## config.mk

```make
export PLATFORM = sky130hd
export DESIGN_NAME = r_tracker_flat
export DESIGN_NICKNAME = d
export VERILOG_FILES = /design/src/verilog/axi_pkg.sv /design/src/verilog/read_master_pkg.sv /design/src/verilog/burst_plan_if.sv /design/src/verilog/r_tracker.sv /design/src/verilog/burst_counter.sv /design/src/flat_wrapper.sv
export SDC_FILE = /design/constraint.sdc
export NUM_CORES = 1
export LEC_CHECK = 0
export BUFFER_PORTS_ARGS = -buffer_cell sky130_fd_sc_hd__buf_2
export CORE_MARGIN = 2
export CORE_UTILIZATION = 45
export CTS_CLUSTER_DIAMETER = 50
export DETAILED_ROUTE_END_ITERATION = 8
export GPL_TIMING_DRIVEN = 0
export PLACE_DENSITY = 0.77
export SLEW_MARGIN = 25
export SYNTH_ARGS = -nofsm -noshare
export SYNTH_HDL_FRONTEND = slang
export SYNTH_SLANG_ARGS = --single-unit
```

## constraint.sdc

```tcl
create_clock -name aclk -period 4.1 [get_ports aclk]
set_input_delay 0.615 -clock aclk [delete_from_list [all_inputs] [get_ports aclk]]
set_output_delay 0.615 -clock aclk [all_outputs]
set_load 0.03 [all_outputs]
```

## src/verilog/axi_pkg.sv

```systemverilog
`default_nettype none

//////////////////////////////////////////////////////////////////////
// AXI4 protocol limits
//////////////////////////////////////////////////////////////////////

package axi_pkg;

  // Longest INCR burst the protocol allows, in beats
  localparam int AXI_MAX_BURST_LEN = 256;

  // A burst may not cross a 4 KiB address boundary
  localparam int AXI_MAX_BURST_BYTES = 4096;

  // ARLEN encoding, beats minus one
  typedef logic [7:0] axi_len_t;

endpackage : axi_pkg

`default_nettype wire
```

## src/verilog/read_master_pkg.sv

```systemverilog
`default_nettype none

//////////////////////////////////////////////////////////////////////
// Read master configuration
//////////////////////////////////////////////////////////////////////

package read_master_pkg;

  // Top level parameter defaults
  localparam int DEFAULT_ADDR_WIDTH      = 64;
  localparam int DEFAULT_DATA_WIDTH      = 32;
  localparam int DEFAULT_MAX_OUTSTANDING = 16;

  // Beats in one full burst for a given bus width
  // Bounded by the 4 KiB rule and by the protocol length limit
  function automatic int burst_beats(input int data_width);
    int beats_by_bytes;
    beats_by_bytes = axi_pkg::AXI_MAX_BURST_BYTES / (data_width / 8);
    if (beats_by_bytes < axi_pkg::AXI_MAX_BURST_LEN) begin
      return beats_by_bytes;
    end
    return axi_pkg::AXI_MAX_BURST_LEN;
  endfunction

endpackage : read_master_pkg

`default_nettype wire

```

## src/verilog/burst_plan_if.sv

```systemverilog
`timescale 1ns/1ps
`default_nettype none

interface burst_plan_if #(
  parameter int addr_width = read_master_pkg::DEFAULT_ADDR_WIDTH,
  // 64-bit size, 32-bit data: 64 - 2 - 8
  parameter int cnt_width  = 54
);
  import axi_pkg::*;

  // One-cycle pulse, plan below is valid from here on
  logic                  start;
  // Start address aligned down to a burst boundary
  logic [addr_width-1:0] base_addr;
  // Bursts in the transfer, minus one
  logic [cnt_width-1:0]  num_bursts;
  // ARLEN of the last burst
  axi_len_t              final_len;

  modport setup   (output start, output base_addr, output num_bursts, output final_len);
  modport issuer  (input start, input base_addr, input num_bursts, input final_len);
  modport tracker (input start, input num_bursts);

endinterface : burst_plan_if

`default_nettype wire

```

## src/verilog/r_tracker.sv

```systemverilog
`timescale 1ns/1ps
`default_nettype none

module r_tracker #(
  parameter int cnt_width = 54
) (
  input  logic          aclk,
  input  logic          areset,
  burst_plan_if.tracker plan,
  input  logic          m_axi_rvalid,
  input  logic          m_axi_rlast,
  output logic          ctrl_done
);

  logic last_beat;
  logic r_final;

  // rready is tied high, every valid beat is taken
  assign last_beat = m_axi_rvalid && m_axi_rlast;

  // R bursts still to finish
  burst_counter #(
    .width      (cnt_width),
    .init_value ('0)
  ) i_r_burst_cnt (
    .aclk       (aclk),
    .areset     (areset),
    .load       (plan.start),
    .incr       (1'b0),
    .decr       (last_beat),
    .load_value (plan.num_bursts),
    .count      (),
    .is_zero    (r_final)
  );

  // Counter wraps past zero on that beat, so the pulse lasts one cycle
  always_ff @(posedge aclk) begin
    if (areset) begin
      ctrl_done <= 1'b0;
    end else begin
      ctrl_done <= last_beat && r_final;
    end
  end

endmodule : r_tracker

`default_nettype wire

```

## src/verilog/burst_counter.sv

```systemverilog
`timescale 1ns/1ps
`default_nettype none

module burst_counter #(
  parameter int               width      = 8,
  parameter logic [width-1:0] init_value = '0
) (
  input  logic             aclk,
  input  logic             areset,
  input  logic             load,
  input  logic             incr,
  input  logic             decr,
  input  logic [width-1:0] load_value,
  output logic [width-1:0] count,
  output logic             is_zero
);

  logic [width-1:0] count_next;

  // Load wins, opposite steps in one cycle cancel
  always_comb begin
    count_next = count;
    if (load) begin
      count_next = load_value;
    end else if (incr && !decr) begin
      count_next = count + 1'b1;
    end else if (decr && !incr) begin
      count_next = count - 1'b1;
    end
  end

  // Zero flag registered together with the count
  always_ff @(posedge aclk) begin
    if (areset) begin
      count   <= init_value;
      is_zero <= (init_value == '0);
    end else begin
      count   <= count_next;
      is_zero <= (count_next == '0);
    end
  end

endmodule : burst_counter

`default_nettype wire

```

## src/flat_wrapper.sv

```systemverilog
// flat-port wrapper written by rule: the top's interface ports become plain ports
module r_tracker_flat 
#(
  parameter int cnt_width = 54
)
  (aclk, areset, m_axi_rvalid, m_axi_rlast, ctrl_done, plan_start, plan_num_bursts);
  burst_plan_if #(.cnt_width(cnt_width)) plan_i ();
  input  logic aclk;
  input  logic areset;
  input  logic m_axi_rvalid;
  input  logic m_axi_rlast;
  output logic ctrl_done;
  input wire logic [$bits(plan_i.start)-1:0] plan_start;
  input wire logic [$bits(plan_i.num_bursts)-1:0] plan_num_bursts;
  assign plan_i.start = plan_start;
  assign plan_i.num_bursts = plan_num_bursts;
  r_tracker #(.cnt_width(cnt_width)) u_core (.aclk(aclk), .areset(areset), .plan(plan_i), .m_axi_rvalid(m_axi_rvalid), .m_axi_rlast(m_axi_rlast), .ctrl_done(ctrl_done));
endmodule
```

# After elaboration in Yosys (flattened, before gate mapping)
# Index checks and enable logic that the tools add are counted.
# W data, S select, Z words.
[op_classes]
n_addsub = 1
muxes = 2
n_reduce_logical = 3
[op_table]
columns = ["cell", "count"]
rows = [
  ["$mux W54", 2],
  ["$logic_not A54 Y1", 1],
  ["$sub A54 B1 Y54 const B", 1],
  ["$logic_and A1 B1 Y1", 2],
]
[totals]
regBits = 56
output_inout_bits = 1
elab_cells = 9

# Logic depth before layout (Yosys ltp)
[logic_depth]
word_depth = 4
ltp_mapped = 11

# Modules after synthesis
# A second synthesis with hierarchy kept.
[unflattened]
hier_cells = 608
area_unflattened_um2 = 4394.2
[modules_own_cells]
columns = ["mod", "n_inst", "cells_per_inst", "area_per_inst_um2", "seq_area_each_um2"]
rows = [
  ["burst_counter", 1, 604, 4354.2, 1101.1],
  ["r_tracker", 1, 4, 40.0, 20.0],
]

# Worst setup path after synthesis
# Ideal clock, no wire load.
[synth_path]
path_type = "register to register"
from = "register u_core.i_r_burst_cnt.count[16]"
to = "register u_core.i_r_burst_cnt.is_zero"
setup_ns = 0.060
arrival_ns = 3.025
t_required_ns = 4.040
path_slack_ns = 1.015
stages_incl_launch_ff = 11
synth_period_minus_slack_ns = 3.085
cell_sequence = "dfxtp_1 > or4_1 > buf_2 > or4_1 > buf_2 > o211a_1 > a211oi_2 > o211ai_1 > or4_1 > nor4_1 > a41o_1"
[synth_via]
elab_chain_len = 4
[synth_lines]
columns = ["element", "line_no", "text"]
rows = [
  ["from (decl)", "burst_counter.sv:14", "output logic [width-1:0] count,"],
  ["from (signal assigned)", "burst_counter.sv:35", "count <= init_value;"],
  ["from (signal assigned)", "burst_counter.sv:38", "count <= count_next;"],
  ["$sub A54 B1 Y54", "burst_counter.sv:28", "count_next = count - 1'b1;"],
  ["$mux W54 *", "burst_counter.sv:27", "end else if (decr && !incr) begin"],
  ["$mux W54 *", "burst_counter.sv:23", "if (load) begin"],
  ["$logic_not A54 Y1 *", "burst_counter.sv:39", "is_zero <= (count_next == '0);"],
  ["to (signal assigned)", "burst_counter.sv:36", "is_zero <= (init_value == '0);"],
  ["to (signal assigned)", "burst_counter.sv:39", ""],
  ["to (decl)", "burst_counter.sv:15", "output logic is_zero"],
]
# Mark *: on every way between the ends. The rest lies on a longest branch, timed or not.
# A chain may end at the register's enable or synchronous reset.

# Worst setup path in the final report
[layout_path]
from = "register u_core.i_r_burst_cnt.count[2]"
to = "register u_core.i_r_burst_cnt.is_zero"
# Same word-level chain as after synthesis.

==> results.py <==
metrics = {
    "clocking": {
        "holdBufCountCts": 0,
        "cts.sinks": 56,
        "cts_root_buf": "clkbuf_8",
        "cts_max_path_buffers": 2,
        "cts_tree": "done",
        "clock_latency_ps": 320,
        "post_cts_buffers": 0,
        "cts-buffers-inserted": 5,
        "cts_max_level": 2,
        "path_clk_slew_ps": 100,
    },
    "sta": {
        "slew_violations": 0,
        "skew_ps": 16.3,
        "hold_viol": 0,
        "rsz0062_at_grt": "no",
        "setup_violations": 0,
        "timing.fmax_mhz": 256,
        "post-route-period-util_pct": 95.3,
        "tightest_slew_ps": 774,
        "fin_crit_ps": 3910,
        "setup_tns_ps": 0,
        "slew_headroom_pct": 48.4,
    },
    "critical_path": {
        "start_kind": "flop",
        "critPathRequiredTime_ps": 4340,
        "path_delay_family": "simple AND/OR/NAND/NOR gates",
        "worstPathArrival_ps": 4150,
        "crit_buf_inv": 3,
        "r2r_slack_ps": 190,
        "critPathMostFrequentCell": "clkbuf_1",
        "critPathCaptureType": "flop",
        "path_class": "reg -> reg",
        "slowest_delay_ps": 480,
        "crit_fanout": 10,
        "crit_slowest_cell": "nand4_1",
        "path_cells": "clkbuf_1 -> or4_1 -> clkbuf_1 -> nor2_1 -> nand4_1 -> clkbuf_1 -> o31a_1 -> o31ai_1 -> nand4_1 -> nor4_1 -> a41o_1",
    },
    "synthesis": {
        "synth_edf_count": 0,
        "syn_area_per_cell_sq_um": 7.93,
        "ys_warn_count": 0,
        "synthCells": 434,
        "ys_seq_area_share_pct": 32.6,
        "syn_area_sq_mm": 0.00344,
        "synth_nets": 494,
        "yosys.cell_types.count": 50,
        "ys_async_sr_fraction_pct": 0,
        "synth-main-ff-cell": "dfxtp_1",
        "ys_seq_elements": 56,
    },
    "layout": {
        "final_common_cell": "nor2_1",
        "layout.nets": 560,
        "num_antenna_cells": 0,
        "multi_input_area_sq_mm": 0.00220,
        "filler_cell_count": 688,
        "final_area_sq_mm": 0.00395,
        "final_cell_mix": "nor2_1, buf_2, dfxtp_1",
        "drive_gt1_share_pct": 15.6,
        "seq_area_sq_mm": 0.00112,
        "syn2layout_area_growth_pct": 14.8,
    },
    "pwr": {
        "peakVddDrop_mv": 0.163,
        "p_leak_nw": 1.64,
        "powerDensity_mw_per_mm2": 309,
    },
    "place": {
        "io_buffers": 59,
        "dp_hpwl_um": 8020,
        "placed_area_sq_mm": 0.00386,
        "gp_congestion": 0.951,
    },
    "die": {
        "dieArea_sq_mm": 0.00837,
        "die_w_um": 91.5,
        "die_h_um": 91.5,
        "rows": 31,
        "start_util_pct": 47.0,
        "core_area_sq_mm": 0.00733,
        "pin_count": 60,
    },
    "routing": {
        "ant_nets": 0,
        "via_per_inst": 6.22,
        "wirelength_um": 10500,
        "drtPass1Iterations": 5,
        "vias": 3723,
        "drc": 0,
        "drt_iter0_markers": 355,
        "wl_per_cell_um": 17.6,
    },
    "worst_hold_path": {
        "hold_class": "reg -> reg",
    },
    "grt": {
        "track_usage_pct": 25.3,
        "grt_pass1_vias": 3545,
        "antenna_found_initial": 0,
        "grt_first_pass_wirelength_um": 17000,
        "grt_max_degree": 16,
        "grt_overflow": 0,
    },
    "run_status": {
        "outcome": "finished clean",
    },
    "flow_run": {
        "cap_viol_max_count": 0,
    },
}
what timing repair did:
item                                    4_1_cts  5_1_grt
endpoints found under the setup margin        0        1
hold endpoints to repair                      0        0
gates resized for setup                       0        2
worst paths after layout:
check                           cells past startpoint                      endpoint                           from
worst max-delay path                               11  u_core.i_r_burst_cnt.is_zero  u_core.i_r_burst_cnt.count[2]
worst min-delay path                                1              u_core.ctrl_done   u_core.i_r_burst_cnt.is_zero
worst max register to register                     11  u_core.i_r_burst_cnt.is_zero  u_core.i_r_burst_cnt.count[2]
worst min register to register                      1              u_core.ctrl_done   u_core.i_r_burst_cnt.is_zero
cell type report:
type / count / area share [%]
Clock inverter: 1 / 0.127
Sequential cell: 56 / 28.4
Buffer: 27 / 2.66
Inverter: 8 / 0.760
Multi-Input combinational cell: 343 / 55.7
Tap cell: 99 / 3.13
Clock buffer: 6 / 1.84
Timing Repair Buffer: 59 / 7.47
kinds of logic (layout without fill, tap and decap cells):
kind of cell             after synthesis  count (layout)  share of synthesized area [%]
adder cells (fa/ha/maj)                1               1                          0.363
flip-flops                            56              56                           32.6
AO/OA/AOI/OAI                         71              71                           15.2
buffers and inverters                 35             101                           3.92
XOR/XNOR                              38              38                           9.67
multiplexers                          14              14                           4.11
AND/OR/NAND/NOR                      219             219                           34.2
per-layer routing:
| layer | vias to the layer above | wire [um] | track usage [%] |
|---|---|---|---|
| li1 | 1731 | - | - |
| met1 | 1764 | 4510 | 33.4 |
| met2 | 193 | 4870 | 40.0 |
| met3 | 35 | 806 | 4.23 |
| met4 | 0 | 345 | 11.7 |
| met5 | - | 0 | 0 |
worst register-to-register path, stage by stage, from the launching register on:
cell      delay, ps
dfxtp_1         310
clkbuf_1        180
or4_1           420
clkbuf_1        270
nor2_1          450
nand4_1         480
clkbuf_1        360
o31a_1          360
o31ai_1         320
nand4_1         210
nor4_1          240
a41o_1          250
sequential cells by signal (all words and copies together) (netlist names):
name                          cells
u_core.i_r_burst_cnt.is_zero      1
u_core.ctrl_done                  1
u_core.i_r_burst_cnt.count       54
cell usage after synthesis (all sizes together), types with 6 or more instances:
library cell	instances	share of area, %
buf	7	0.87
xor2	23	5.9
nor2	68	7.5
or3	16	2.9
nor4	28	5.1
or4	15	3.3
nand2	19	2.1
xnor2	15	3.8
dfxtp	56	33
nand4	16	2.9
nand2b	13	2.4
mux2i	13	3.8
o21ai	8	1.2
clkbuf	20	2.2
o211a	7	2.0
nor3	18	2.6
o31ai	12	2.6
nand3	6	0.87
inv	8	0.87
a21oi	14	2.0
o31a	8	2.0
power breakdown:
| group | switching [mW] | total (mW) | internal (mW) |
|---|---|---|---|
| logic | 0.178 | 0.300 | 0.122 |
| clock network | 0.187 | 0.304 | 0.117 |
| registers | 0.0371 | 0.617 | 0.580 |
metrics by stage:
| step | hold WS, ps | util [%] | setup slack, ps | power, mW | cells |
|---|---|---|---|---|---|
| floorplan | 441 | - | 1020 | 0.819 | 434 |
| global placement | 454 | 52.7 | 346 | 0.909 | 592 |
| detailed placement | 468 | 52.7 | 332 | 0.917 | 592 |
| CTS | 482 | 53.7 | 299 | 1.21 | 599 |
| global route | 486 | 53.9 | 28.0 | 1.28 | 599 |
| finish | 471 | 53.9 | 191 | 1.22 | 599 |
Power figures use the tool's default switching activity.
