`src/verilog/axi_pkg.sv`:
```
`default_nettype none

//////////////////////////////////////////////////////////////////////
// AXI4 protocol limits
//////////////////////////////////////////////////////////////////////

package axi_pkg;

  // Longest INCR burst the protocol allows, in beats
  localparam int AXI_MAX_BURST_LEN = 256;

  // A burst may not cross a 4 KiB address boundary
  localparam int AXI_MAX_BURST_BYTES = 4096;

  // ARLEN encoding, beats minus one
  typedef logic [7:0] axi_len_t;

endpackage : axi_pkg

`default_nettype wire
```
`src/verilog/read_master_pkg.sv`:
```
`default_nettype none

//////////////////////////////////////////////////////////////////////
// Read master configuration
//////////////////////////////////////////////////////////////////////

package read_master_pkg;

  // Top level parameter defaults
  localparam int DEFAULT_ADDR_WIDTH      = 64;
  localparam int DEFAULT_DATA_WIDTH      = 32;
  localparam int DEFAULT_MAX_OUTSTANDING = 16;

  // Beats in one full burst for a given bus width
  // Bounded by the 4 KiB rule and by the protocol length limit
  function automatic int burst_beats(input int data_width);
    int beats_by_bytes;
    beats_by_bytes = axi_pkg::AXI_MAX_BURST_BYTES / (data_width / 8);
    if (beats_by_bytes < axi_pkg::AXI_MAX_BURST_LEN) begin
      return beats_by_bytes;
    end
    return axi_pkg::AXI_MAX_BURST_LEN;
  endfunction

endpackage : read_master_pkg

`default_nettype wire

```
`src/verilog/burst_plan_if.sv`:
```
`timescale 1ns/1ps
`default_nettype none

interface burst_plan_if #(
  parameter int addr_width = read_master_pkg::DEFAULT_ADDR_WIDTH,
  // 64-bit size, 32-bit data: 64 - 2 - 8
  parameter int cnt_width  = 54
);
  import axi_pkg::*;

  // One-cycle pulse, plan below is valid from here on
  logic                  start;
  // Start address aligned down to a burst boundary
  logic [addr_width-1:0] base_addr;
  // Bursts in the transfer, minus one
  logic [cnt_width-1:0]  num_bursts;
  // ARLEN of the last burst
  axi_len_t              final_len;

  modport setup   (output start, output base_addr, output num_bursts, output final_len);
  modport issuer  (input start, input base_addr, input num_bursts, input final_len);
  modport tracker (input start, input num_bursts);

endinterface : burst_plan_if

`default_nettype wire

```
`src/verilog/xfer_setup.sv`:
```
`timescale 1ns/1ps
`default_nettype none

module xfer_setup #(
  parameter int addr_width      = read_master_pkg::DEFAULT_ADDR_WIDTH,
  parameter int data_width      = read_master_pkg::DEFAULT_DATA_WIDTH,
  parameter int xfer_size_width = addr_width,
  parameter int cnt_width       = 54
) (
  input  logic                       aclk,
  input  logic                       areset,
  input  logic                       ctrl_start,
  input  logic [addr_width-1:0]      ctrl_addr_offset,
  input  logic [xfer_size_width-1:0] ctrl_xfer_size_in_bytes,
  burst_plan_if.setup                plan
);
  import axi_pkg::*;
  import read_master_pkg::*;

  localparam int dw_bytes        = data_width / 8;
  localparam int log_dw_bytes    = $clog2(dw_bytes);
  localparam int burst_len       = burst_beats(data_width);
  localparam int log_burst_len   = $clog2(burst_len);
  localparam int total_len_width = xfer_size_width - log_dw_bytes;
  // Low address bits inside one full burst
  localparam logic [addr_width-1:0] addr_mask = addr_width'(dw_bytes * burst_len - 1);

  // Whole transfer in beats, minus one
  logic [total_len_width-1:0] total_len_r;
  logic                       start_d1;

  //////////////////////////////////////////////////////////////////////
  // Capture on ctrl_start
  //////////////////////////////////////////////////////////////////////

  always_ff @(posedge aclk) begin
    if (ctrl_start) begin
      // Partial beat rounds up, so the minus one cancels
      if (ctrl_xfer_size_in_bytes[log_dw_bytes-1:0] != '0) begin
        total_len_r <= ctrl_xfer_size_in_bytes[log_dw_bytes +: total_len_width];
      end else begin
        total_len_r <= ctrl_xfer_size_in_bytes[log_dw_bytes +: total_len_width] - 1'b1;
      end
      plan.base_addr <= ctrl_addr_offset & ~addr_mask;
    end
  end

  // Two-stage start delay, the split below settles in between
  always_ff @(posedge aclk) begin
    if (areset) begin
      start_d1   <= 1'b0;
      plan.start <= 1'b0;
    end else begin
      start_d1   <= ctrl_start;
      plan.start <= start_d1;
    end
  end

  // Upper beat bits count bursts, lower bits give the last ARLEN
  assign plan.num_bursts = total_len_r[log_burst_len +: cnt_width];

  always_ff @(posedge aclk) begin
    plan.final_len <= axi_len_t'(total_len_r[log_burst_len-1:0]);
  end

endmodule : xfer_setup

`default_nettype wire

```
`src/flat_wrapper.sv`:
```
// flat-port wrapper written by rule: the top's interface ports become plain ports
module xfer_setup_flat import axi_pkg::*; import read_master_pkg::*;
#(
  parameter int addr_width      = read_master_pkg::DEFAULT_ADDR_WIDTH,
  parameter int data_width      = read_master_pkg::DEFAULT_DATA_WIDTH,
  parameter int xfer_size_width = addr_width,
  parameter int cnt_width       = 54
)
  (aclk, areset, ctrl_start, ctrl_addr_offset, ctrl_xfer_size_in_bytes, plan_start, plan_base_addr, plan_num_bursts, plan_final_len);
  burst_plan_if #(.addr_width(addr_width), .cnt_width(cnt_width)) plan_i ();
  input  logic aclk;
  input  logic areset;
  input  logic ctrl_start;
  input  logic [addr_width-1:0] ctrl_addr_offset;
  input  logic [xfer_size_width-1:0] ctrl_xfer_size_in_bytes;
  output wire logic [$bits(plan_i.start)-1:0] plan_start;
  output wire logic [$bits(plan_i.base_addr)-1:0] plan_base_addr;
  output wire logic [$bits(plan_i.num_bursts)-1:0] plan_num_bursts;
  output wire logic [$bits(plan_i.final_len)-1:0] plan_final_len;
  assign plan_start = plan_i.start;
  assign plan_base_addr = plan_i.base_addr;
  assign plan_num_bursts = plan_i.num_bursts;
  assign plan_final_len = plan_i.final_len;
  xfer_setup #(.addr_width(addr_width), .data_width(data_width), .xfer_size_width(xfer_size_width), .cnt_width(cnt_width)) u_core (.aclk(aclk), .areset(areset), .ctrl_start(ctrl_start), .ctrl_addr_offset(ctrl_addr_offset), .ctrl_xfer_size_in_bytes(ctrl_xfer_size_in_bytes), .plan(plan_i));
endmodule
```
`config.mk`:
```
export PLATFORM = sky130hd
export DESIGN_NAME = xfer_setup_flat
export DESIGN_NICKNAME = d
export VERILOG_FILES = /design/src/verilog/axi_pkg.sv /design/src/verilog/read_master_pkg.sv /design/src/verilog/burst_plan_if.sv /design/src/verilog/xfer_setup.sv /design/src/flat_wrapper.sv
export SDC_FILE = /design/constraint.sdc
export NUM_CORES = 1
export LEC_CHECK = 0
export BUFFER_PORTS_ARGS = -buffer_cell sky130_fd_sc_hd__buf_2
export CAP_MARGIN = 20
export CORE_MARGIN = 2
export CORE_UTILIZATION = 47
export DETAILED_ROUTE_END_ITERATION = 12
export PLACE_DENSITY = 0.92
export SYNTH_ARGS = -nofsm -noshare
export SYNTH_HDL_FRONTEND = slang
export SYNTH_SLANG_ARGS = --single-unit
```
`constraint.sdc`:
```
create_clock -name aclk -period 3.7 [get_ports aclk]
set_input_delay 0.37 -clock aclk [delete_from_list [all_inputs] [get_ports aclk]]
set_output_delay 0.37 -clock aclk [all_outputs]
set_load 0.01 [all_outputs]
```
* Word level (Yosys, flattened, before mapping)
Index checks and enable logic that the tools add are counted.
** Word-level totals
- Flip-flop bits (word level) :: 126
- Bits of input ports :: 131
- Logic and storage cells :: 8
** Operators by class
- Add/sub/neg operators :: 1
- Multiplexer cells :: 1
- Reductions and logical operators :: 1
** Operators with widths (number)
- $mux W62 :: 1
- $sub A62 B1 Y62 const B :: 1
- $reduce_bool A2 Y1 :: 1

* Depth between registers and ports, before layout
- Word-level depth :: 2
- Depth in mapped cells :: 8
- Mapped depth without buffers :: 7

* Worst setup path after synthesis
No wires, ideal clock.
- Path type :: input -> register
- From :: in ctrl_xfer_size_in_bytes[2]
- To :: reg u_core.total_len_r[58], data pin
- Setup time :: 258 ps
- Arrival :: 2410 ps
- Required time :: 3442 ps
- Setup slack :: 1033 ps
- Stages on the path :: 8
- Path buffers :: 1
- Path through :: inv_1 -> ha_1 -> or3b_2 -> or4_4 -> buf_6 -> nor4_4 -> nand4_1 -> xnor2_1
** Between the ends
- Longest elaborated chain between the ends :: 2
** Ends and longest elaborated chain
- from (decl) :: RTL line flat_wrapper.sv:15 : input logic [xfer_size_width-1:0] ctrl_xfer_size_in_bytes;
- $sub A62 B1 Y62 :: RTL line xfer_setup.sv:42 : total_len_r <= ctrl_xfer_size_in_bytes[log_dw_bytes +: total_len_width] - 1'b1;
- $mux W62 :: RTL line xfer_setup.sv:39 : if (ctrl_xfer_size_in_bytes[log_dw_bytes-1:0] != '0) begin
- to (signal assigned) :: RTL line xfer_setup.sv:40 : total_len_r <= ctrl_xfer_size_in_bytes[log_dw_bytes +: total_len_width];
- to (signal assigned) :: RTL line xfer_setup.sv:42
- to (decl) :: RTL line xfer_setup.sv:29 : logic [total_len_width-1:0] total_len_r;
No other way between the ends.
A chain may end at the register's enable or synchronous reset.

* Worst setup path after layout
- From :: in ctrl_xfer_size_in_bytes[2]
- To :: reg u_core.total_len_r[56], data pin
The elaborated chain is that of the path after synthesis.

==> summary.md <==
| Metric | Value |
|---|---|
| RSZ-0062 raised after global routing | `no` |
| Status | `completed` |
| Max stage delay on crit path | `0.65 ns` |
| Sequential share of the synthesized area | `0.678` |
| CP Capture Point | `u_core.total_len_r[56]` |
| Hold Crit Class | `input port to flip-flop` |
| Cell Area, Synth | `5430 µm²` |
| All-Layer GR Usage | `0.201` |
| Yosys reg bits | `126` |
| CP Max Fanout | `10` |
| Area grow syn2layout | `28.0%` |
| CTS H-tree lvls | `4` |
| # Max-Cap Violations | `0` |
| Worst hold margin | `0.139 ns` |
| Die height | `111 µm` |
| # IOs | `258` |
| Root buffer cell | `clkbuf_16` |
| Crit end category | `flip-flop` |
| Worst R2R Start | `u_core.start_d1` |
| Tcrit/Tclk final | `0.700` |
| CP required | `3.84 ns` |
| Crit-path cells | `buf_2 -> inv_1 -> ha_1 -> or3b_2 -> or4_4 -> nor3_4 -> nand4b_1 -> xnor2_1` |
| Post-route cell area | `6950 µm²` |
| Met2 WL post-DR | `6700 µm` |
| DR top layer | `met4` |
| Clock transition at path regs | `0.06 ns` |
| Initial antenna violation count | `0` |
| Hold buffer count at CTS | `0` |
| Drt first-iter violations | `263` |
| Drt pass-1 iters | `4` |
| Skew-Pair Late Insertion Delay | `0.40 ns` |
| Tot Pwr | `3.70 mW` |
| Longest Clk Path Bufs | `2` |
| Vias in the first global route | `3,793` |
| Fin nets | `711` |
| Worst Reg-to-Reg Cells | `1` |
| CP top delay family | `simple AND/OR/NAND/NOR gates` |
| Routed met1 length | `4620 µm` |
| Slew headroom | `0.524` |
| DP Wirelength | `9450 µm` |
| Worst slew pin tran | `0.711 ns` |
| Crit path kind | `input port to flip-flop` |
| Leak Pwr | `2.92 nW` |
| DRT Wirelength | `12,600 µm` |
| Largest net degree at the start of global routing | `63` |
| Critical path's slowest cell | `or4_4` |
| RePlAce Congestion | `0.863` |
| CTS tree | `built` |
| Vias | `3,684` |
| Overflow after GRT | `0` |
| Die Wd | `111 µm` |
| DIE AREA | `12,400 µm²` |
| Crit path time final | `2.59 ns` |
| R2R setup slack | `3.18 ns` |
| Power per cell area | `532 nW/µm²` |
| Utilization after layout | `0.614` |
| Core area | `11,300 µm²` |
| Final hold violations | `0` |
| Pins Over Slew Limit | `0` |
| Synthesized netlist cell count | `380` |
| Synth cell types | `32` |
| Layout cells sized above 1 | `0.470` |
| Sum Neg Setup Slack | `0 ns` |
| Residual DRC | `0` |
| Drt wl/cell | `17.1 µm` |
| FMAX | `386 MHz` |
| Setup bufs post-CTS | `0` |
| Peak supply drop | `0.000319 V` |
| Dpl cell area | `6350 µm²` |
| CTS buffer count | `17` |
| Number of cells on the critical path | `8` |
| Clk sink count | `126` |
| Gates resized, CTS repair | `0` |
| Data arrival, critical path | `2.73 ns` |
| Wire length on met3 | `894 µm` |
| Port bufs | `237` |
| Final setup fails | `0` |
| Diodes inserted | `0` |
| Antenna-violating nets left | `0` |
| Critical R2R Capture | `u_core.plan.start` |
| Startpoint Class | `input port` |
| Crit path buffers/inverters | `2` |
| Worst Setup SP | `ctrl_xfer_size_in_bytes[2]` |
| Clock Skew | `0.00242 ns` |
| First-pass GRT wire length | `19,200 µm` |
| Row count | `39` |
| Vias per inst | `5.02` |
| Ys Warns | `0` |
| Starting density of the core | `0.480` |
| Syn_area_per_cell | `14.3 µm²` |
==> where the power goes <==
group	leakage, nW	internal [mW]	switching (mW)
combinational	1.41	0.138	0.192
clock	0.287	1.06	0.604
sequential	1.22	1.68	0.0291
==> kinds of logic after synthesis <==
logic type | count (synthesis) | share of synthesized area
DFF | 126 | 0.678
xor gates and xnor gates | 58 | 0.0936
other | 1 | 0.000691
buffers and inverters | 71 | 0.0947
AOI/OAI and AO/OA | 4 | 0.00484
and+or+nand+nor | 119 | 0.125
adders and majority gates | 1 | 0.00230
==> worst min-delay path by stage <==
stage / startpoint / end / slack [ns] / cells past startpoint
floorplan: u_core.total_len_r[0] / u_core.plan.final_len[0] / 0.32 / 0
global placement: u_core.total_len_r[5] / u_core.plan.final_len[5] / 0.33 / 0
detailed placement: u_core.total_len_r[0] / u_core.plan.final_len[0] / 0.33 / 0
CTS: areset / u_core.plan.start / 0.12 / 2
global route: ctrl_addr_offset[24] / u_core.plan.base_addr[24] / 0.12 / 1
finish: areset / u_core.plan.start / 0.14 / 2
==> flip-flops by register name, indices dropped and copies added (netlist names) <==
register and cells:
u_core.total_len_r 62, u_core.plan.base_addr 54, u_core.plan.final_len 8, u_core.plan.start 1
u_core.start_d1 1
==> per-stage QoR <==
stage	worst slack, ns	instances
floorplan	1.03	389
global placement	0.731	703
detailed placement	0.715	703
CTS	1.14	734
global route	1.01	734
finish	1.11	734
==> cell usage in the layout, fill, tap and decap left out, types with 2 or more instances in the layout <==
| cell | instances |
|---|---|
| buf_2 | 236 |
| edfxtp_1 | 116 |
| xor2_1 | 34 |
| nor2_1 | 27 |
| xnor2_1 | 24 |
| nor3_1 | 19 |
| clkbuf_16 | 17 |
| nand2_1 | 15 |
| nor4_1 | 14 |
| conb_1 | 10 |
| dfxtp_1 | 10 |
| nand3_1 | 8 |
| or4_1 | 8 |
| or3_1 | 5 |
| nand4_1 | 4 |
| inv_1 | 3 |
| or2_2 | 3 |
| nand4b_1 | 3 |
| nor2b_1 | 3 |
| bufinv_16 | 3 |
| clkinv_2 | 3 |
| clkinv_4 | 3 |
| nand3b_1 | 2 |
| or4_4 | 2 |
| nor4_4 | 2 |
| clkinvlp_4 | 2 |
| inv_6 | 2 |
| buf_4 | 2 |
==> layer usage <==
| metal | vias up | track usage |
|---|---|---|
| li1 | 1713 | - |
| met1 | 1747 | 0.211 |
| met2 | 192 | 0.370 |
| met3 | 32 | 0.0577 |
| met4 | 0 | 0.0971 |
| met5 | - | 0 |
==> area by class of cell <==
type	count	area [µm²]
repair buffers	239	1220
inverters	3	11.3
multi-input cells	192	1260
fillers	860	4370
well taps	143	179
clock buffers	17	425
clock inverters	14	168
flip-flops and latches	126	3680
==> Yosys cell counts, drive strengths merged <==
| master | count | area (µm²) |
|---|---|---|
| or3 | 5 | 31.3 |
| nor3 | 20 | 111 |
| o21ai | 1 | 5.00 |
| nand2b | 1 | 6.26 |
| buf | 65 | 492 |
| a21oi | 1 | 5.00 |
| nand3b | 2 | 15.0 |
| nor2 | 27 | 101 |
| xor2 | 34 | 298 |
| inv | 3 | 11.3 |
| nor4 | 16 | 130 |
| o31ai | 1 | 7.51 |
| ha | 1 | 12.5 |
| nand2 | 15 | 56.3 |
| nand4 | 4 | 25.0 |
| xnor2 | 24 | 210 |
| nand4b | 3 | 26.3 |
| clkbuf | 3 | 11.3 |
| nor2b | 3 | 18.8 |
| nand3 | 8 | 40.0 |
| nor4b | 1 | 8.76 |
| edfxtp | 116 | 3480 |
| or3b | 1 | 8.76 |
| conb | 1 | 3.75 |
| or4 | 10 | 82.6 |
| o41ai | 1 | 8.76 |
| or2 | 3 | 18.8 |
| dfxtp | 10 | 200 |
Note: power is estimated with default switching activity, not from simulation.
