File: config.mk
export PLATFORM = sky130hd
export DESIGN_NAME = ar_issuer_flat
export DESIGN_NICKNAME = d
export VERILOG_FILES = /design/src/verilog/axi_pkg.sv /design/src/verilog/read_master_pkg.sv /design/src/verilog/burst_plan_if.sv /design/src/verilog/ar_issuer.sv /design/src/verilog/burst_counter.sv /design/src/flat_wrapper.sv
export SDC_FILE = /design/constraint.sdc
export NUM_CORES = 1
export LEC_CHECK = 0
export BUFFER_PORTS_ARGS = -buffer_cell sky130_fd_sc_hd__buf_2
export CAP_MARGIN = 30
export CORE_UTILIZATION = 54
export CTS_CLUSTER_SIZE = 12
export DETAILED_ROUTE_END_ITERATION = 12
export PLACE_DENSITY = 0.83
export SETUP_SLACK_MARGIN = 0.05
export SKIP_CTS_REPAIR_TIMING = 1
export SLEW_MARGIN = 15
export SYNTH_ARGS = -nofsm -noshare
export SYNTH_HDL_FRONTEND = slang
export SYNTH_HIERARCHICAL = 1
export SYNTH_SLANG_ARGS = --single-unit
File: constraint.sdc
create_clock -name aclk -period 5.3 [get_ports aclk]
set_input_delay 0.53 -clock aclk [delete_from_list [all_inputs] [get_ports aclk]]
set_output_delay 0.53 -clock aclk [all_outputs]
set_load 0.01 [all_outputs]
File: src/verilog/axi_pkg.sv
`default_nettype none

//////////////////////////////////////////////////////////////////////
// AXI4 protocol limits
//////////////////////////////////////////////////////////////////////

package axi_pkg;

  // Longest INCR burst the protocol allows, in beats
  localparam int AXI_MAX_BURST_LEN = 256;

  // A burst may not cross a 4 KiB address boundary
  localparam int AXI_MAX_BURST_BYTES = 4096;

  // ARLEN encoding, beats minus one
  typedef logic [7:0] axi_len_t;

endpackage : axi_pkg

`default_nettype wire
File: src/verilog/read_master_pkg.sv
`default_nettype none

//////////////////////////////////////////////////////////////////////
// Read master configuration
//////////////////////////////////////////////////////////////////////

package read_master_pkg;

  // Top level parameter defaults
  localparam int DEFAULT_ADDR_WIDTH      = 64;
  localparam int DEFAULT_DATA_WIDTH      = 32;
  localparam int DEFAULT_MAX_OUTSTANDING = 16;

  // Beats in one full burst for a given bus width
  // Bounded by the 4 KiB rule and by the protocol length limit
  function automatic int burst_beats(input int data_width);
    int beats_by_bytes;
    beats_by_bytes = axi_pkg::AXI_MAX_BURST_BYTES / (data_width / 8);
    if (beats_by_bytes < axi_pkg::AXI_MAX_BURST_LEN) begin
      return beats_by_bytes;
    end
    return axi_pkg::AXI_MAX_BURST_LEN;
  endfunction

endpackage : read_master_pkg

`default_nettype wire

File: src/verilog/burst_plan_if.sv
`timescale 1ns/1ps
`default_nettype none

interface burst_plan_if #(
  parameter int addr_width = read_master_pkg::DEFAULT_ADDR_WIDTH,
  // 64-bit size, 32-bit data: 64 - 2 - 8
  parameter int cnt_width  = 54
);
  import axi_pkg::*;

  // One-cycle pulse, plan below is valid from here on
  logic                  start;
  // Start address aligned down to a burst boundary
  logic [addr_width-1:0] base_addr;
  // Bursts in the transfer, minus one
  logic [cnt_width-1:0]  num_bursts;
  // ARLEN of the last burst
  axi_len_t              final_len;

  modport setup   (output start, output base_addr, output num_bursts, output final_len);
  modport issuer  (input start, input base_addr, input num_bursts, input final_len);
  modport tracker (input start, input num_bursts);

endinterface : burst_plan_if

`default_nettype wire

File: src/verilog/ar_issuer.sv
`timescale 1ns/1ps
`default_nettype none

module ar_issuer #(
  parameter int addr_width      = read_master_pkg::DEFAULT_ADDR_WIDTH,
  parameter int data_width      = read_master_pkg::DEFAULT_DATA_WIDTH,
  parameter int cnt_width       = 54,
  parameter int max_outstanding = read_master_pkg::DEFAULT_MAX_OUTSTANDING
) (
  input  logic                  aclk,
  input  logic                  areset,
  burst_plan_if.issuer          plan,
  input  logic                  burst_retired,
  output logic                  m_axi_arvalid,
  input  logic                  m_axi_arready,
  output logic [addr_width-1:0] m_axi_araddr,
  output axi_pkg::axi_len_t     m_axi_arlen
);
  import axi_pkg::*;
  import read_master_pkg::*;

  localparam int       burst_len   = burst_beats(data_width);
  localparam int       burst_bytes = burst_len * data_width / 8;
  localparam int       vac_width   = $clog2(max_outstanding + 1);
  localparam axi_len_t full_len    = axi_len_t'(burst_len - 1);

  logic                 ar_idle;
  logic                 arxfer;
  logic                 ar_final;
  logic                 ar_done;
  logic                 stall_ar;
  // Bursts the stream side has room for
  logic [vac_width-1:0] vacancy_count;

  assign arxfer  = m_axi_arvalid && m_axi_arready;
  assign ar_done = arxfer && ar_final;

  // Only the last burst may be short
  assign m_axi_arlen = ar_final ? plan.final_len : full_len;

  //////////////////////////////////////////////////////////////////////
  // Request control
  //////////////////////////////////////////////////////////////////////

  always_ff @(posedge aclk) begin
    if (areset) begin
      ar_idle <= 1'b1;
    end else if (plan.start) begin
      ar_idle <= 1'b0;
    end else if (ar_done) begin
      ar_idle <= 1'b1;
    end
  end

  // Held until accepted, one idle cycle between requests
  always_ff @(posedge aclk) begin
    if (areset) begin
      m_axi_arvalid <= 1'b0;
    end else if (!ar_idle && !stall_ar && !m_axi_arvalid) begin
      m_axi_arvalid <= 1'b1;
    end else if (m_axi_arready) begin
      m_axi_arvalid <= 1'b0;
    end
  end

  // Next burst starts one full burst further on
  always_ff @(posedge aclk) begin
    if (plan.start) begin
      m_axi_araddr <= plan.base_addr;
    end else if (arxfer) begin
      m_axi_araddr <= m_axi_araddr + addr_width'(burst_bytes);
    end
  end

  // Bursts still to request, zero flags the last one
  burst_counter #(
    .width      (cnt_width),
    .init_value ('0)
  ) i_ar_burst_cnt (
    .aclk       (aclk),
    .areset     (areset),
    .load       (plan.start),
    .incr       (1'b0),
    .decr       (arxfer),
    .load_value (plan.num_bursts),
    .count      (),
    .is_zero    (ar_final)
  );

  // Taken per request, given back as the stream drains a burst
  burst_counter #(
    .width      (vac_width),
    .init_value (vac_width'(max_outstanding))
  ) i_vacancy_cnt (
    .aclk       (aclk),
    .areset     (areset),
    .load       (1'b0),
    .incr       (burst_retired),
    .decr       (arxfer),
    .load_value ('0),
    .count      (vacancy_count),
    .is_zero    (stall_ar)
  );

endmodule : ar_issuer

`default_nettype wire

File: src/verilog/burst_counter.sv
`timescale 1ns/1ps
`default_nettype none

module burst_counter #(
  parameter int               width      = 8,
  parameter logic [width-1:0] init_value = '0
) (
  input  logic             aclk,
  input  logic             areset,
  input  logic             load,
  input  logic             incr,
  input  logic             decr,
  input  logic [width-1:0] load_value,
  output logic [width-1:0] count,
  output logic             is_zero
);

  logic [width-1:0] count_next;

  // Load wins, opposite steps in one cycle cancel
  always_comb begin
    count_next = count;
    if (load) begin
      count_next = load_value;
    end else if (incr && !decr) begin
      count_next = count + 1'b1;
    end else if (decr && !incr) begin
      count_next = count - 1'b1;
    end
  end

  // Zero flag registered together with the count
  always_ff @(posedge aclk) begin
    if (areset) begin
      count   <= init_value;
      is_zero <= (init_value == '0);
    end else begin
      count   <= count_next;
      is_zero <= (count_next == '0);
    end
  end

endmodule : burst_counter

`default_nettype wire

File: src/flat_wrapper.sv
// flat-port wrapper written by rule: the top's interface ports become plain ports
module ar_issuer_flat import axi_pkg::*; import read_master_pkg::*;
#(
  parameter int addr_width      = read_master_pkg::DEFAULT_ADDR_WIDTH,
  parameter int data_width      = read_master_pkg::DEFAULT_DATA_WIDTH,
  parameter int cnt_width       = 54,
  parameter int max_outstanding = read_master_pkg::DEFAULT_MAX_OUTSTANDING
)
  (aclk, areset, burst_retired, m_axi_arvalid, m_axi_arready, m_axi_araddr, m_axi_arlen, plan_start, plan_base_addr, plan_num_bursts, plan_final_len);
  burst_plan_if #(.addr_width(addr_width), .cnt_width(cnt_width)) plan_i ();
  input  logic aclk;
  input  logic areset;
  input  logic burst_retired;
  output logic m_axi_arvalid;
  input  logic m_axi_arready;
  output logic [addr_width-1:0] m_axi_araddr;
  output axi_pkg::axi_len_t m_axi_arlen;
  input wire logic [$bits(plan_i.start)-1:0] plan_start;
  input wire logic [$bits(plan_i.base_addr)-1:0] plan_base_addr;
  input wire logic [$bits(plan_i.num_bursts)-1:0] plan_num_bursts;
  input wire logic [$bits(plan_i.final_len)-1:0] plan_final_len;
  assign plan_i.start = plan_start;
  assign plan_i.base_addr = plan_base_addr;
  assign plan_i.num_bursts = plan_num_bursts;
  assign plan_i.final_len = plan_final_len;
  ar_issuer #(.addr_width(addr_width), .data_width(data_width), .cnt_width(cnt_width), .max_outstanding(max_outstanding)) u_core (.aclk(aclk), .areset(areset), .plan(plan_i), .burst_retired(burst_retired), .m_axi_arvalid(m_axi_arvalid), .m_axi_arready(m_axi_arready), .m_axi_araddr(m_axi_araddr), .m_axi_arlen(m_axi_arlen));
endmodule
======== Word-level counts from Yosys, hierarchy flattened ========
Cells that the tools add are included.
W data, S select, Z words.
operators by class
  $add $sub $neg .......................... 4
  muxes and demuxes ....................... 11
  reductions and logical operators ........ 16
operators by type and width
  kind                      count
  $mux W64                  2
  $mux W54                  2
  $add A64 B11 Y64 const B  1
  $logic_not A54 Y1         1
  $sub A54 B1 Y54 const B   1
  $mux W5                   2
  $mux W8                   1
  $logic_and A1 B1 Y1       6
  $reduce_bool A2 Y1        3
  $add A5 B1 Y5 const B     1
  $logic_not A1 Y1          5
  $logic_not A5 Y1          1
  $sub A5 B1 Y5 const B     1
  $mux W1                   4
word-level totals
  word-level logic and storage cells ...... 38
  flip-flop bits (word level) ............. 127
  input port bits ......................... 131
  output and inout bits ................... 73

======== Longest topological paths before layout ========
  depth in word-level cells ............... 5
  gate-level depth with buffers ........... 12
  gate-level depth less buffers ........... 11

======== By module ========
Netlist, hierarchy kept.
modules (own cells, without submodules)
  module                                  times used  area each (um^2)  seq. area each (um^2)  cells an instance
  burst_counter at u_core.i_ar_burst_cnt  1           4375.4            1101.1                 607
  ar_issuer                               1           3996.3            1961.9                 414
  burst_counter at u_core.i_vacancy_cnt   1           454.2             120.1                  50

======== Worst setup path after synthesis ========
OpenSTA, ideal clock, no wires.
  path kind ............................... input to register
  from .................................... input port m_axi_arready
  to ...................................... register u_core.i_ar_burst_cnt.is_zero
  slack ................................... 2082 ps
  stages on the path ...................... 11
  library setup time ...................... 116 ps
  data arrival time ....................... 3102 ps
  required time ........................... 5184 ps
  buffers on the path ..................... 1
  cell sequence ........................... and2_1 > buf_2 > or4bb_1 > nor4_4 > nand3_2 > o32ai_2 > xor2_1 > clkinv_1 > and4_4 > o211a_1 > a41o_1
on the way
  cells in the longest elaborated chain, start to end .. 4
RTL lines
  element               RTL line             text
  start, declared       flat_wrapper.sv:15   input logic m_axi_arready;
  $logic_and A1 B1 Y1   ar_issuer.sv:35      assign arxfer = m_axi_arvalid && m_axi_arready;
  $mux W54              burst_counter.sv:27  end else if (decr && !incr) begin
  $mux W54              burst_counter.sv:23  if (load) begin
  $logic_not A54 Y1     burst_counter.sv:39  is_zero <= (count_next == '0);
  end signal, assigned  burst_counter.sv:36  is_zero <= (init_value == '0);
  end signal, assigned  burst_counter.sv:39
  end, declared         burst_counter.sv:15  output logic is_zero
Every way passes these cells.
A chain may end at the register's enable or synchronous reset.

======== Worst setup path after layout ========
  from .................................... register u_core.i_ar_burst_cnt.count[12]
  to ...................................... register u_core.i_ar_burst_cnt.is_zero
on the way
  cells in the longest elaborated chain, start to end .. 4
RTL lines
  element                 RTL line             text
  start, declared         burst_counter.sv:14  output logic [width-1:0] count,
  start signal, assigned  burst_counter.sv:35  count <= init_value;
  start signal, assigned  burst_counter.sv:38  count <= count_next;
  $sub A54 B1 Y54         burst_counter.sv:28  count_next = count - 1'b1;
  $mux W54 (*)            burst_counter.sv:27
  $mux W54 (*)            burst_counter.sv:23
  $logic_not A54 Y1 (*)   burst_counter.sv:39
Every way passes the cells marked *; elsewhere a longest branch is shown, timed or not.

==> metrics.md <==
| Metric | Value |
|---|---|
| Status | finished clean |
| Setup Slack @ Placement | 1520 ps |
| Later-pin clock latency in the skew report | 420 ps |
| Largest net degree at the start of global routing | 87 |
| CTS Root Cell | clkbuf_16 |
| Vias in the first global route | 8274 |
| Die height | 130 microns |
| Layout area overhead | 19.4% |
| TritonCTS clock tree | done |
| Post-synth EDFFs | 64 |
| Post-DR wirelength/cell | 18.8 microns |
| Critical path fanouts, max | 8 |
| Setup total negative slack | 0 ps |
| Skew final | 8.34 ps |
| Post-synthesis register bit count | 127 |
| Clock buffer depth | 2 |
| Fin. max-slew vios | 0 |
| DIE WIDTH | 130 microns |
| Core Area | 15900 sq um |
| Num Clock Sinks | 127 |
| Min-delay worst type | input port to flip-flop |
| Via count | 9249 |
| Peak supply drop | 0.218 mV |
| H-tree depth | 4 |
| Synth Instances | 1071 |
| Starting density of the core | 0.554 |
| # nets final | 1381 |
| I/O Pins | 204 |
| Crit path capture type | flip-flop |
| Hold Violations, Final | 0 |
| Most common cell after layout, fill and taps aside | buf_2 |
| GR Util met3 | 0.0611 |
| Most used routing layer | met2 |
| RePlAce Congestion | 0.985 |
| Cell variety after synth | 78 |
| DRT antenna net count | 0 |
| Sequential share of the synthesized area | 0.361 |
| First-pass GRT wire length | 42.8 mm |
| Area of the multi-input gates | 5320 sq um |
| Post-route clock period utilization | 0.685 |
| Pwr dens | 279 nW/um^2 |
| Met1 Track Usage GR | 0.433 |
| Met2 Use GR | 0.521 |
| Mapped Area | 8830 sq um |
| Share of post-route cells with drive strength above 1 | 0.220 |
| Crit path DAT | 3990 ps |
| Fill count | 1361 |
| Unrepaired setup endpoints after global routing | no |
| Slew headroom | 0.0962 |
| DP Wirelength | 20.2 mm |
| Most frequent cells in the layout | buf_2, nand2_1, nor2_1 |
| P_leak | 0.00407 uW |
| Number of antenna violations at the first check in global routing | 0 |
| CTS clk-pin slew, worst paths | 60 ps |
| Final wirelength | 27.6 mm |
| Final Critical Period | 3630 ps |
| ANT cells | 0 |
| Ys Warns | 6 |
| Syn avg cell area | 8.24 sq um |
| Kind of critical path | flip-flop to flip-flop |
| Main flop type after synthesis | edfxtp_1 |
| Row Count | 46 |
| Initial DRC count | 1100 |
| GRT Util Overall | 0.325 |
| Synth async-reset ratio | 0 |
| Register area | 3180 sq um |
| Worst Tran Pin Value | 1350 ps |
| Slack of the critical path | 1670 ps |
| FMAX | 0.276 GHz |
| Drt first pass iters | 5 |
| Cts bufs inserted | 17 |
| Vias per cell | 6.27 |
| Setup crit start kind | flip-flop |
| Worst EP required | 5660 ps |
| Drt drc | 0 |
| Max_cap viols | 0 |
| Number of port buffers | 203 |
| Final setup fails | 0 |
| Die area | 16900 sq um |
| GRT overflow | 0 |
==> routing by layer <==
layer / up-vias / share of wire / wire length (microns)
met5: - / 0 / 0
met4: 0 / 0.023 / 646
met3: 65 / 0.093 / 2580
met2: 598 / 0.46 / 12800
met1: 4282 / 0.42 / 11600
li1: 4304 / - / -
==> area by class of cell <==
class / instances / share of cell area
sequential: 127 / 0.302
inverter: 19 / 0.00677
clock buffer: 18 / 0.0407
tap: 216 / 0.0256
multi-input combinational: 868 / 0.505
clock inverter: 14 / 0.0171
timing repair buffer: 212 / 0.103
==> path summary, 6_finish.rpt <==
check                                                        to  slack [ps]                       startpoint  depth (start not counted)
worst max register to register    u_core/i_ar_burst_cnt/is_zero        1670  u_core/i_ar_burst_cnt/count[12]                          9
worst min register to register                   u_core/ar_idle         530                   u_core/ar_idle                          2
worst min-delay path            u_core/i_ar_burst_cnt/count[24]         350              plan_num_bursts[24]                          3
worst max-delay path              u_core/i_ar_burst_cnt/is_zero        1670  u_core/i_ar_burst_cnt/count[12]                          9
==> power breakdown <==
part / internal, uW / switching, uW
Sequential: 1120 / 112
Combinational: 199 / 277
Clock: 748 / 479
==> synth_stat cells, drive strengths merged, types with 11 or more instances <==
| library cell | number | area [sq um] |
|---|---|---|
| nand2 | 128 | 480 |
| nor2 | 98 | 373 |
| edfxtp | 64 | 1920 |
| dfxtp | 63 | 1260 |
| nand4 | 56 | 365 |
| o21ai | 54 | 270 |
| nand3 | 53 | 275 |
| xnor2 | 52 | 455 |
| clkbuf | 51 | 191 |
| nor4 | 51 | 353 |
| a21oi | 48 | 244 |
| nor3 | 43 | 231 |
| xor2 | 42 | 368 |
| and2 | 22 | 138 |
| or4 | 22 | 180 |
| mux2i | 20 | 200 |
| inv | 18 | 67.6 |
| and3 | 17 | 106 |
| buf | 17 | 97.6 |
| nand2b | 16 | 100 |
| or3 | 13 | 81.3 |
| a31oi | 11 | 68.8 |
==> cells by family (layout without fill, tap and decap cells) <==
family | count (synthesis) | after routing | synth area share
and+or+nand+nor | 560 | 560 | 0.343
AOI/OAI and AO/OA | 169 | 169 | 0.121
DFF | 127 | 127 | 0.361
xor gates and xnor gates | 95 | 95 | 0.0960
buffers and inverters | 87 | 263 | 0.0408
muxes | 27 | 27 | 0.0316
adders and majority gates | 5 | 5 | 0.00709
other | 1 | 12 | 0.000425
==> worst max-delay path, stage by stage, from the launching register on <==
cell     delay (ps)
dfxtp_1         400
or4_4           580
nor2_1          470
nand4_1         350
o41ai_2         480
xor2_1          200
o31ai_1         210
o21ai_0         110
nor4_1          530
a41o_1          240
==> state kept, by name, indices dropped and copies added (netlist names) <==
name and flops:
u_core/m_axi_arvalid 1, u_core/ar_idle 1, u_core/i_vacancy_cnt/count 5, u_core/i_ar_burst_cnt/count 54, u_core/i_vacancy_cnt/is_zero 1, u_core/i_ar_burst_cnt/is_zero 1
u_core/m_axi_araddr 64
==> stage by stage <==
| step | cells | cell area, sq um | util | total power [uW] | hold slack (ps) |
|---|---|---|---|---|---|
| after floorplan | 1082 | 8870 | - | 1520 | 467 |
| after global placement | 1440 | 9920 | 0.622 | 1700 | 490 |
| after detailed placement | 1442 | 9930 | 0.623 | 1710 | 506 |
| after CTS | 1474 | 10500 | 0.661 | 2930 | 338 |
| after global routing | 1474 | 10500 | 0.661 | 3050 | 348 |
| final | 1474 | 10500 | 0.661 | 2940 | 347 |
Power figures use the tool's default switching activity.
